### src/uart_pkg.sv
// Shared register map, bus widths and receive FIFO sizing for the serial port
package uart_pkg;

    // Bus widths seen by the register block
    localparam int data_width = 32;
    localparam int addr_width = 32;

    // Base of the register block on the I/O bus
    localparam logic [addr_width-1:0] base_address = 32'h0000_0000;

    // Register offsets, one word apart
    localparam logic [addr_width-1:0] status_reg = base_address + 32'd0;
    localparam logic [addr_width-1:0] rx_reg = base_address + 32'd4;
    localparam logic [addr_width-1:0] tx_reg = base_address + 32'd8;
    localparam logic [addr_width-1:0] divisor_reg = base_address + 32'd12;

    // Width of the clocks-per-bit divisor
    localparam int divisor_width = 16;

    // Number of receive FIFO entries
    localparam int fifo_length = 8;

    // Fill level at which a new character forces the oldest one out
    localparam int rx_fifo_threshold = fifo_length - 1;

endpackage

### src/sync_fifo.sv
// Synchronous circular-buffer FIFO with empty and almost-full flags
`timescale 1ns/1ns

module sync_fifo
    import uart_pkg::*;
    #(
        parameter int width = 9,
        parameter int size = fifo_length,
        parameter int almost_full_threshold = rx_fifo_threshold
    )
    (
        input  logic             clk,
        input  logic             reset,
        input  logic             enqueue_en,
        input  logic [width-1:0] value_in,
        input  logic             dequeue_en,
        output logic [width-1:0] value_out,
        output logic             empty,
        output logic             almost_full
    );

    localparam int ptr_width = $clog2(size);
    localparam int count_width = $clog2(size + 1);

    logic [width-1:0] storage[size];
    logic [ptr_width-1:0] read_ptr;
    logic [ptr_width-1:0] write_ptr;
    logic [count_width-1:0] count;
    logic full;
    logic do_enqueue;
    logic do_dequeue;

    assign empty = count == '0;
    assign full = count == count_width'(size);
    assign almost_full = count >= count_width'(almost_full_threshold);

    // A pop on an empty buffer is ignored so the count cannot wrap
    assign do_dequeue = dequeue_en && !empty;

    // A push into a full buffer only lands if a pop frees a slot in the same cycle
    assign do_enqueue = enqueue_en && (!full || do_dequeue);

    // The head entry is shown straight from storage
    assign value_out = storage[read_ptr];

    // Storage holds payload only and is never cleared
    always_ff @(posedge clk)
    begin
        if (do_enqueue)
            storage[write_ptr] <= value_in;
    end

    always_ff @(posedge clk, posedge reset)
    begin
        if (reset)
        begin
            read_ptr <= '0;
            write_ptr <= '0;
            count <= '0;
        end
        else
        begin
            if (do_enqueue)
            begin
                // Pointers wrap explicitly so a size that is not a power of two works
                if (write_ptr == ptr_width'(size - 1))
                    write_ptr <= '0;
                else
                    write_ptr <= write_ptr + 1'b1;
            end

            if (do_dequeue)
            begin
                if (read_ptr == ptr_width'(size - 1))
                    read_ptr <= '0;
                else
                    read_ptr <= read_ptr + 1'b1;
            end

            // Simultaneous push and pop leave the count unchanged
            if (do_enqueue && !do_dequeue)
                count <= count + 1'b1;
            else if (do_dequeue && !do_enqueue)
                count <= count - 1'b1;
        end
    end

endmodule

### src/uart.sv
// Top level of the memory-mapped serial port
`timescale 1ns/1ns

module uart
    import uart_pkg::*;
    (
        input  logic                  clk,
        input  logic                  reset,
        input  logic [addr_width-1:0] address,
        input  logic                  read_en,
        input  logic                  write_en,
        input  logic [data_width-1:0] write_data,
        output logic [data_width-1:0] read_data,
        output logic                  rx_interrupt,
        output logic                  uart_tx,
        input  logic                  uart_rx
    );

    logic tx_en;
    logic [7:0] tx_char;
    logic tx_ready;
    logic [divisor_width-1:0] clocks_per_bit;
    logic rx_char_valid;
    logic [7:0] rx_char;
    logic rx_frame_error;
    logic dequeue_en;
    logic fifo_empty;
    logic fifo_almost_full;
    logic [7:0] fifo_char;
    logic fifo_frame_error;

    uart_regs uart_regs(.*);

    uart_transmit uart_transmit(.*);

    uart_receive uart_receive(.*);

    // Each entry is the frame error bit above the character
    sync_fifo #(
        .width(9),
        .size(fifo_length),
        .almost_full_threshold(rx_fifo_threshold)
    ) rx_fifo(
        .clk(clk),
        .reset(reset),
        .enqueue_en(rx_char_valid),
        .value_in({rx_frame_error, rx_char}),
        .dequeue_en(dequeue_en),
        .value_out({fifo_frame_error, fifo_char}),
        .empty(fifo_empty),
        .almost_full(fifo_almost_full)
    );

endmodule

### src/uart_receive.sv
// Serial receiver that samples each bit at its centre and flags a bad stop bit
`timescale 1ns/1ns

module uart_receive
    import uart_pkg::*;
    (
        input  logic                     clk,
        input  logic                     reset,
        input  logic                     uart_rx,
        input  logic [divisor_width-1:0] clocks_per_bit,
        output logic                     rx_char_valid,
        output logic [7:0]               rx_char,
        output logic                     rx_frame_error
    );

    typedef enum logic [1:0]
    {
        state_idle,
        state_start,
        state_data,
        state_stop
    } receive_state_t;

    receive_state_t state;

    // Two-flop synchronizer plus one more flop for edge detection
    logic rx_meta;
    logic rx_sync;
    logic rx_last;
    logic start_edge;

    // Cycles left until the next sample point
    logic [divisor_width-1:0] clock_count;

    // Index of the data bit being received
    logic [2:0] bit_count;

    assign start_edge = rx_last && !rx_sync;

    always_ff @(posedge clk, posedge reset)
    begin
        if (reset)
        begin
            // The line idles high, so the synchronizer starts there too
            rx_meta <= 1'b1;
            rx_sync <= 1'b1;
            rx_last <= 1'b1;
        end
        else
        begin
            rx_meta <= uart_rx;
            rx_sync <= rx_meta;
            rx_last <= rx_sync;
        end
    end

    always_ff @(posedge clk, posedge reset)
    begin
        if (reset)
        begin
            state <= state_idle;
            clock_count <= '0;
            bit_count <= '0;
            rx_char_valid <= 1'b0;
        end
        else
        begin
            // The valid strobe lasts a single cycle
            rx_char_valid <= 1'b0;

            case (state)
                state_idle:
                begin
                    if (start_edge)
                    begin
                        // Wait half a bit to land in the middle of the start bit
                        clock_count <= clocks_per_bit >> 1;
                        state <= state_start;
                    end
                end

                state_start:
                begin
                    if (clock_count != '0)
                        clock_count <= clock_count - 1'b1;
                    else if (rx_sync)
                    begin
                        // Line went high again, treat it as a glitch
                        state <= state_idle;
                    end
                    else
                    begin
                        clock_count <= clocks_per_bit - 1'b1;
                        bit_count <= '0;
                        state <= state_data;
                    end
                end

                state_data:
                begin
                    if (clock_count != '0)
                        clock_count <= clock_count - 1'b1;
                    else
                    begin
                        clock_count <= clocks_per_bit - 1'b1;
                        bit_count <= bit_count + 1'b1;
                        if (bit_count == 3'd7)
                            state <= state_stop;
                    end
                end

                state_stop:
                begin
                    if (clock_count != '0)
                        clock_count <= clock_count - 1'b1;
                    else
                    begin
                        // Report the character whatever the stop bit looked like
                        rx_char_valid <= 1'b1;
                        state <= state_idle;
                    end
                end

                default:
                    state <= state_idle;
            endcase
        end
    end

    // Payload registers, only meaningful while rx_char_valid is high
    always_ff @(posedge clk)
    begin
        // Data arrives LSB first, so shift in from the top
        if (state == state_data && clock_count == '0)
            rx_char <= {rx_sync, rx_char[7:1]};

        // A low stop bit marks this character as badly framed
        if (state == state_stop && clock_count == '0)
            rx_frame_error <= !rx_sync;
    end

endmodule

### src/uart_regs.sv
// Register block with address decode, divisor, overrun flag and registered read data
`timescale 1ns/1ns

module uart_regs
    import uart_pkg::*;
    (
        input  logic                     clk,
        input  logic                     reset,
        input  logic [addr_width-1:0]    address,
        input  logic                     read_en,
        input  logic                     write_en,
        input  logic [data_width-1:0]    write_data,
        output logic [data_width-1:0]    read_data,
        input  logic                     tx_ready,
        input  logic                     fifo_empty,
        input  logic                     fifo_almost_full,
        input  logic [7:0]               fifo_char,
        input  logic                     fifo_frame_error,
        input  logic                     rx_char_valid,
        output logic                     tx_en,
        output logic [7:0]               tx_char,
        output logic [divisor_width-1:0] clocks_per_bit,
        output logic                     dequeue_en,
        output logic                     rx_interrupt
    );

    logic rx_read;
    logic overrun_drop;
    logic overrun;
    logic head_frame_error;

    // A write to the transmit register loads the transmitter in the same cycle
    assign tx_en = write_en && address == tx_reg;
    assign tx_char = write_data[7:0];

    // Reading the receive register pops the character it returns
    assign rx_read = read_en && address == rx_reg;

    // A character arriving at the threshold pushes the oldest one out
    assign overrun_drop = rx_char_valid && fifo_almost_full;
    assign dequeue_en = rx_read || overrun_drop;

    assign rx_interrupt = !fifo_empty;

    // The head entry is stale when the FIFO is empty
    assign head_frame_error = fifo_frame_error && !fifo_empty;

    always_ff @(posedge clk, posedge reset)
    begin
        if (reset)
            clocks_per_bit <= divisor_width'(1);
        else if (write_en && address == divisor_reg)
            clocks_per_bit <= write_data[divisor_width-1:0];
    end

    always_ff @(posedge clk, posedge reset)
    begin
        if (reset)
            overrun <= 1'b0;
        else if (overrun_drop)
        begin
            // Set takes priority over a clear in the same cycle
            overrun <= 1'b1;
        end
        else if (rx_read)
            overrun <= 1'b0;
    end

    always_ff @(posedge clk, posedge reset)
    begin
        if (reset)
            read_data <= '0;
        else if (read_en)
        begin
            if (address == status_reg)
            begin
                read_data <= {{(data_width - 4){1'b0}}, head_frame_error, overrun,
                    !fifo_empty, tx_ready};
            end
            else
            begin
                // Every other address returns the FIFO head character
                read_data <= {{(data_width - 8){1'b0}}, fifo_char};
            end
        end
    end

endmodule

### src/uart_transmit.sv
// Serial transmitter that sends start, eight data and one stop bit per character
`timescale 1ns/1ns

module uart_transmit
    import uart_pkg::*;
    (
        input  logic                     clk,
        input  logic                     reset,
        input  logic                     tx_en,
        input  logic [7:0]               tx_char,
        input  logic [divisor_width-1:0] clocks_per_bit,
        output logic                     tx_ready,
        output logic                     uart_tx
    );

    // Frame bits still to go out, bit 0 is the one on the line now
    logic [9:0] shift_frame;

    // Cycles left in the current bit time
    logic [divisor_width-1:0] clock_count;

    // Bit boundaries left after the current bit
    logic [3:0] bit_count;

    // The line comes straight off a flop, so it cannot glitch
    assign uart_tx = shift_frame[0];

    always_ff @(posedge clk, posedge reset)
    begin
        if (reset)
        begin
            // All ones keeps the line at the idle level
            shift_frame <= '1;
            clock_count <= '0;
            bit_count <= '0;
            tx_ready <= 1'b1;
        end
        else if (tx_ready)
        begin
            // A load while busy is dropped, since this branch only runs when idle
            if (tx_en)
            begin
                // Stop bit, character LSB first, then the start bit on the line
                shift_frame <= {1'b1, tx_char, 1'b0};
                clock_count <= clocks_per_bit - 1'b1;
                bit_count <= 4'd9;
                tx_ready <= 1'b0;
            end
        end
        else if (clock_count == '0)
        begin
            // End of one bit time
            if (bit_count == '0)
            begin
                // The stop bit has now lasted a full bit time
                tx_ready <= 1'b1;
            end
            else
            begin
                // Shift in ones so the line ends up idle after the stop bit
                shift_frame <= {1'b1, shift_frame[9:1]};
                bit_count <= bit_count - 1'b1;
                clock_count <= clocks_per_bit - 1'b1;
            end
        end
        else
            clock_count <= clock_count - 1'b1;
    end

endmodule
### config.mk
export PLATFORM = sky130hd
export DESIGN_NAME = uart
export DESIGN_NICKNAME = d
export VERILOG_FILES = /design/src/uart_pkg.sv /design/src/sync_fifo.sv /design/src/uart.sv /design/src/uart_receive.sv /design/src/uart_regs.sv /design/src/uart_transmit.sv
export SDC_FILE = /design/constraint.sdc
export NUM_CORES = 1
export LEC_CHECK = 0
export BUFFER_PORTS_ARGS = -buffer_cell sky130_fd_sc_hd__buf_2
export CELL_PAD_IN_SITES_DETAIL_PLACEMENT = 0
export CELL_PAD_IN_SITES_GLOBAL_PLACEMENT = 2
export CORE_MARGIN = 4
export CORE_UTILIZATION = 26
export DETAILED_ROUTE_END_ITERATION = 10
export PLACE_DENSITY_LB_ADDON = 0.1
export SYNTH_ARGS = -nofsm -noshare
export SYNTH_HDL_FRONTEND = slang
export SYNTH_SLANG_ARGS = --single-unit
### constraint.sdc
create_clock -name clk -period 5.95 [get_ports clk]
set_clock_uncertainty 0.15 [all_clocks]
set_input_delay 0.2975 -clock clk [delete_from_list [all_inputs] [get_ports clk]]
set_output_delay 0.2975 -clock clk [all_outputs]
set_load 0.005 [all_outputs]
==> flow_summary_export.csv, run 1 <==
group,metric,value,unit
logic_synthesis,yosysUniqueCellTypes,69,
placement,hpwl,15600,um
logic_synthesis,ys_ff_latch,171,
die,die-height,190,um
logic_synthesis,synth_area_leaders,"edfxtp_1, dfrtp_1, mux4_2",
worst_setup_path,reg2reg_depth,6,
sta,clock.fmax,277,MHz
worst_setup_path,regToRegStartpoint,"uart_transmit.clock_count[5]",
drt,first_pass_iters,5,
die,pin_count,103,
worst_setup_path,cp_max_fo,20,
drt,ant_nets,0,
drt,drc,0,
worst_setup_path,cp-startpoint,"uart_transmit.clock_count[5]",
global_route,grt-ovfl-total,0,
sta,drv_slew,0,
worst_hold_path,min_path_type,"in2reg",
logic_synthesis,synthArstFlopShare,0.526,
logic_synthesis,yosysTopAreaCell,"edfxtp_1",
drt,dr_total_vias,5891,
clocking,hold_buffers,18,
power_and_ir_drop,sw_frac_of_total,0.338,
logic_synthesis,postSynthCellCount,733,
power_and_ir_drop,p_int,2.22,mW
global_route,grt_pass1_wl,35500,um
power_and_ir_drop,p_clk_frac,0.337,
finish,n_antenna_cell,0,
clocking,cts_resized,0,
job,max_cap_viol_count,0,
clocking,htreeDepth,4,
placement,port_buffers,62,
power_and_ir_drop,p_switching,1.13,mW
finish,mostFrequentLayoutCells,"edfxtp_1, dfrtp_1, buf_2",
worst_setup_path,cp.required,6.16,ns
logic_synthesis,ys_seq_area_frac,0.549,
sta,min_period,3.60,ns
drt,drt-initial-drc-count,304,
clocking,post_cts_buffers,0,
placement,gp_congestion,0.741,
sta,worstMarginPinSlew,1.11,ns
die,die_w,190,um
sta,rsz0062_at_grt,"false",
logic_synthesis,synth_top_cell_area_share,0.284,
clocking,cts_max_path_buffers,2,
power_and_ir_drop,seq_power_share,0.417,
clocking,clk_pin_slew,0.08,ns
finish,layout.nets,887,
power_and_ir_drop,p_leak,3.97,nW
finish,final_common_cell,"edfxtp_1",
global_route,antenna_found_initial,0,
logic_synthesis,synth_ff_type,"edfxtp_1",
power_and_ir_drop,power_density,336,nW/um2
worst_setup_path,rr_endpoint,"uart_transmit.bit_count[0]",
clocking,cts_buffers,17,
clocking,clock-sinks,171,
worst_setup_path,arrival,3.82,ns
worst_setup_path,cp-start-kind,"register",
placement,place_area,9210,um2
logic_synthesis,synth_edf_count,81,
clocking,cts-root-buf,"clkbuf_16",
worst_setup_path,critPathKind,"reg2reg",
drt,drt-total-wl,22400,um
finish,drive_gt1_frac,0.222,
die,initial_utilization,0.263,
power_and_ir_drop,vdd_drop_max,0.202,mV
sta,timing.final.hold_violations,0,
die,num_rows,66,
sta,fin_tns_setup,0,ns
logic_synthesis,synth_area,8570,um2
sta,max_slew_margin,0.250,
worst_setup_path,reg2reg_slack,2.35,ns
finish,syn2layout_area_growth,16.4,%
clocking,clk_latency,0.44,ns
worst_hold_path,worstHoldStart,"address[2]",
status,status,"completed",
global_route,grt_pass1_vias,6063,
logic_synthesis,ys.warnings.count,0,
die,coreArea,32500,um2
die,die_area,35900,um2
clocking,cts_tree,"built",
worst_setup_path,cp-endpoint,"uart_transmit.bit_count[0]",
worst_setup_path,worst_setup_path_end_kind,"register",
drt,wl_per_cell,17.9,um
finish,stdcell_area,9970,um2
logic_synthesis,syn_avg_cell_area,11.7,um2
sta,setup_viol,0,
power_and_ir_drop,p_comb_frac,0.246,
finish,final_core_util,0.307,
global_route,grt_usage,0.128,
sta,post-route-period-util,0.606,
global_route,grt_max_degree,58,
drt,viasPerCell,4.70,
-- cells in the mapped netlist (17+ instances only) --
master,instances
a21oi_1,35
buf_4,25
clkbuf_1,24
dfrtp_1,76
edfxtp_1,81
ha_1,18
inv_1,28
mux2_2,32
mux4_2,18
nand2_1,47
nor2_1,59
nor3_1,28
o21ai_0,49
xor2_1,17
-- worst min path at each step --
stage	to	cells after the start
6_report	uart_transmit.bit_count[2]	3
5_1_grt	uart_transmit.bit_count[2]	3
4_1_cts	uart_transmit.bit_count[2]	3
3_5_place_dp	uart_receive.rx_sync	0
3_3_place_gp	uart_receive.rx_sync	0
2_1_floorplan	uart_receive.rx_meta	0
-- flip-flops by register name, summed over array words and instances, names as in the netlist, named ones only --
signal / count
uart_receive.clock_count: 16
uart_regs.read_data: 8
uart_receive.rx_meta: 1
rx_fifo.write_ptr: 3
uart_receive.rx_char_valid: 1
uart_receive.state: 1
rx_fifo.read_ptr: 3
uart_regs.overrun: 1
uart_receive.rx_frame_error: 1
rx_fifo.count: 4
uart_regs.clocks_per_bit: 16
rx_fifo.storage: 72
uart_receive.rx_sync: 1
uart_transmit.clock_count: 16
uart_transmit.bit_count: 4
uart_receive.rx_char: 8
uart_receive.rx_last: 1
uart_transmit.tx_ready: 1
uart_receive.bit_count: 3
uart_transmit.shift_frame: 9
-- power groups by stage --
stage,sequential [mW],combinational [mW],clock [mW]
floorplan,1.40,0.607,0
global placement,1.42,0.815,0
detailed placement,1.42,0.831,0
CTS,1.40,0.843,1.17
global route,1.41,0.935,1.22
finish,1.40,0.825,1.13
-- worst max-delay path, stage by stage, from the launching register on --
cell and delay, ns:
dfrtp_1 0.45, or4_1 0.65, or4_1 0.59, nor4b_1 0.95
a31o_2 0.50, nor2_1 0.10, a21oi_2 0.12
-- metal layers --
layer	GRT usage	wire length (um)
met1	0.168	10200
met2	0.213	11100
met5	0	0
met3	0.0257	699
met4	0.0401	346
-- layout make-up --
type	instances	area, um2
Fill cell	3365	22600
Sequential cell	171	4700
Inverter	30	128
Clock inverter	15	161
Clock buffer	17	425
Tap cell	442	553
Timing Repair Buffer	84	520
Multi-Input combinational cell	495	3480
-- logic make-up (layout without fill, tap and decap cells) --
family / count (synthesis) / after routing / synth area share
adders and majority gates: 19 / 19 / 0.0286
other: 1 / 24 / 0.000438
DFF: 171 / 171 / 0.549
and+or+nand+nor: 223 / 223 / 0.133
muxes: 63 / 63 / 0.105
xor gates and xnor gates: 24 / 24 / 0.0245
buffers and inverters: 90 / 146 / 0.0567
AOI/OAI and AO/OA: 142 / 142 / 0.104
-- metrics by stage --
stage	setup slack [ns]	instances	hold WS [ns]	total power, mW
after floorplan	3.02	756	0.152	2.00
after global placement	2.48	1204	0.200	2.23
after detailed placement	2.43	1204	0.199	2.25
after CTS	2.41	1254	0.0715	3.41
after global routing	2.16	1254	0.113	3.57
final	2.35	1254	0.0946	3.35
Note: power is estimated with default switching activity, not from simulation.
==> run 2, diff against run 1 <==
- clock period: 5.95 -> 3.3 ns (I/O delays scaled with it)
==> run 2 against run 1 <==
Net effect:
- global-route usage down 0.26 points
- fmax increased by 22%
- sequential share of layout area fell by 1.3 points
- final area grew 2.8%
- via count grew 0.75%
- flip-flop and latch count is the same
- core utilization grew 0.85 points
- first-iteration DRC count up 50%
- register-to-register slack worse by 2.0 ns
- non-clock buffer count grew 32
- critical path type unchanged
- largest cell class unchanged
- highest routed layer unchanged
==> flow_summary_export.csv, run 2 (same netlist as run 1, synthesis figures left out) <==
group,metric,value,unit
status,status,"completed",
worst_setup_path,rr_endpoint,"uart_receive.clock_count[11]",
sta,clock.fmax,337,MHz
clocking,cts_resized,0,
finish,regArea,4700,um2
worst_setup_path,arrival,3.19,ns
worst_setup_path,cp-start-kind,"register",
die,initial_utilization,0.263,
power_and_ir_drop,p_leak,4.14,nW
die,pin_count,103,
clocking,htreeDepth,4,
worst_hold_path,min_path_type,"in2reg",
power_and_ir_drop,power_density,599,nW/um2
sta,layout_setup_ws,0.337,ns
sta,drv_slew,0,
clocking,cts_max_path_buffers,2,
die,die-height,190,um
placement,placedCellCount,1232,
sta,max_slew_margin,0.353,
drt,ant_nets,0,
sta,fin_tns_setup,0,ns
placement,hpwl,15900,um
sta,rsz0062_at_grt,"false",
finish,final_common_cell,"edfxtp_1",
sta,min_period,2.96,ns
finish,syn2layout_area_growth,19.6,%
finish,mostFrequentLayoutCells,"edfxtp_1, dfrtp_1, buf_2",
global_route,grt_pass1_wl,34900,um
worst_setup_path,worst_setup_path_end_kind,"register",
die,num_rows,66,
finish,fillers,3315,
worst_setup_path,cp_cell_sequence,"inv_1, ha_1, or4b_2, nor4_2, buf_4, and2_1, inv_1, o211ai_1, a32o_1",
sta,worstMarginPinSlew,0.968,ns
drt,drt-initial-drc-count,455,
die,die_area,35900,um2
job,max_cap_viol_count,0,
clocking,post_cts_buffers,0,
clocking,cts_buffers,17,
placement,port_buffers,62,
worst_setup_path,reg2reg_slack,0.34,ns
clocking,cts_tree,"built",
worst_setup_path,regToRegStartpoint,"uart_receive.clock_count[0]",
finish,layout.nets,919,
clocking,clock-sinks,171,
finish,multiInputGateArea,3480,um2
worst_setup_path,cp-endpoint,"uart_receive.clock_count[11]",
finish,final_cells,1286,
worst_setup_path,critPathKind,"reg2reg",
drt,dr_total_vias,5935,
die,die_w,190,um
finish,stdcell_area,10200,um2
drt,first_pass_iters,5,
finish,top_register,"rx_fifo.storage",
finish,largest_reg_flops,72,
worst_hold_path,hold_depth,7,
global_route,grt_usage,0.125,
sta,timing.final.hold_violations,0,
worst_setup_path,cpPeakStageDelay,0.70,ns
sta,post-route-period-util,0.898,
power_and_ir_drop,vdd_drop_max,0.353,mV
clocking,clk_pin_slew,0.07,ns
global_route,grt-ovfl-total,0,
clocking,clk_latency,0.44,ns
worst_setup_path,cp_common_cell,"inv_1",
clocking,hold_buffers,22,
finish,n_antenna_cell,0,
worst_setup_path,cp_max_fo,7,
global_route,antenna_found_initial,0,
placement,gp_congestion,0.767,
global_route,grt_pass1_vias,6115,
sta,setup_viol,0,
worst_setup_path,critPathSlowestCell,"or4b_2",
finish,drive_gt1_frac,0.245,
placement,place_area,9430,um2
worst_setup_path,reg2reg_depth,9,
global_route,grt_max_degree,58,
clocking,cts-root-buf,"clkbuf_16",
worst_setup_path,cp.required,3.53,ns
drt,drt-total-wl,22000,um
drt,wl_per_cell,17.1,um
drt,drc,0,
worst_setup_path,cp-startpoint,"uart_receive.clock_count[0]",
drt,viasPerCell,4.62,
placement,dp_slack,0.218,ns
die,coreArea,32500,um2
run 2: changes by cell type in the layout (fill, tap and decap cells not counted):
cell           before  now
buf_4               4   31
dlygate4sd3_1      18   22
buf_12              0    1
bufinv_16           0    1
clkinv_1            1    2
clkinv_8            2    3
inv_12              1    0
inv_6               4    3
inv_8               6    5
run 2: critical path, delay by kind of cell (launching register included):
family | cells | cell delay, ns
adder cells (fa/ha/maj) | 1 | 0.19
AND/OR/NAND/NOR | 3 | 1.33
buffers and inverters | 3 | 0.40
flip-flops | 1 | 0.42
AO/OA/AOI/OAI | 2 | 0.41
run 2: through the flow:
step	total power, mW	hold WS, ns	utilization
2_1_floorplan	3.61	0.0195	-
3_3_place_gp	4.10	0.135	0.290
3_5_place_dp	4.11	0.133	0.290
6_report	6.14	0.149	0.315
4_1_cts	6.23	0.155	0.315
5_1_grt	6.52	0.188	0.315
run 2: area by class of cell:
class	count	area share
sequential	171	0.459
multi-input combinational	495	0.340
timing repair buffer	116	0.0764
tap	442	0.0540
clock buffer	17	0.0415
clock inverter	15	0.0171
inverter	30	0.0125
run 2: metal layers:
| metal | part of all wire | global-route usage |
|---|---|---|
| met2 | 0.48 | 0.205 |
| met3 | 0.042 | 0.0292 |
| met4 | 0.0092 | 0.0303 |
| met1 | 0.47 | 0.169 |
| met5 | 0 | 0 |
run 2: power by group:
group	total (mW)	switching, mW	internal (mW)
clock network	2.07	0.979	1.09
logic	1.53	0.871	0.661
registers	2.54	0.178	2.36
total	6.14	2.03	4.11
run 2: worst min path at each step:
stage	startpoint	end	slack (ns)
6_report	address[8]	uart_regs.overrun	0.15
5_1_grt	address[24]	uart_regs.overrun	0.19
4_1_cts	address[30]	uart_regs.overrun	0.16
3_5_place_dp	uart_rx	uart_receive.rx_meta	0.13
3_3_place_gp	uart_rx	uart_receive.rx_meta	0.14
2_1_floorplan	uart_rx	uart_receive.rx_meta	0.02
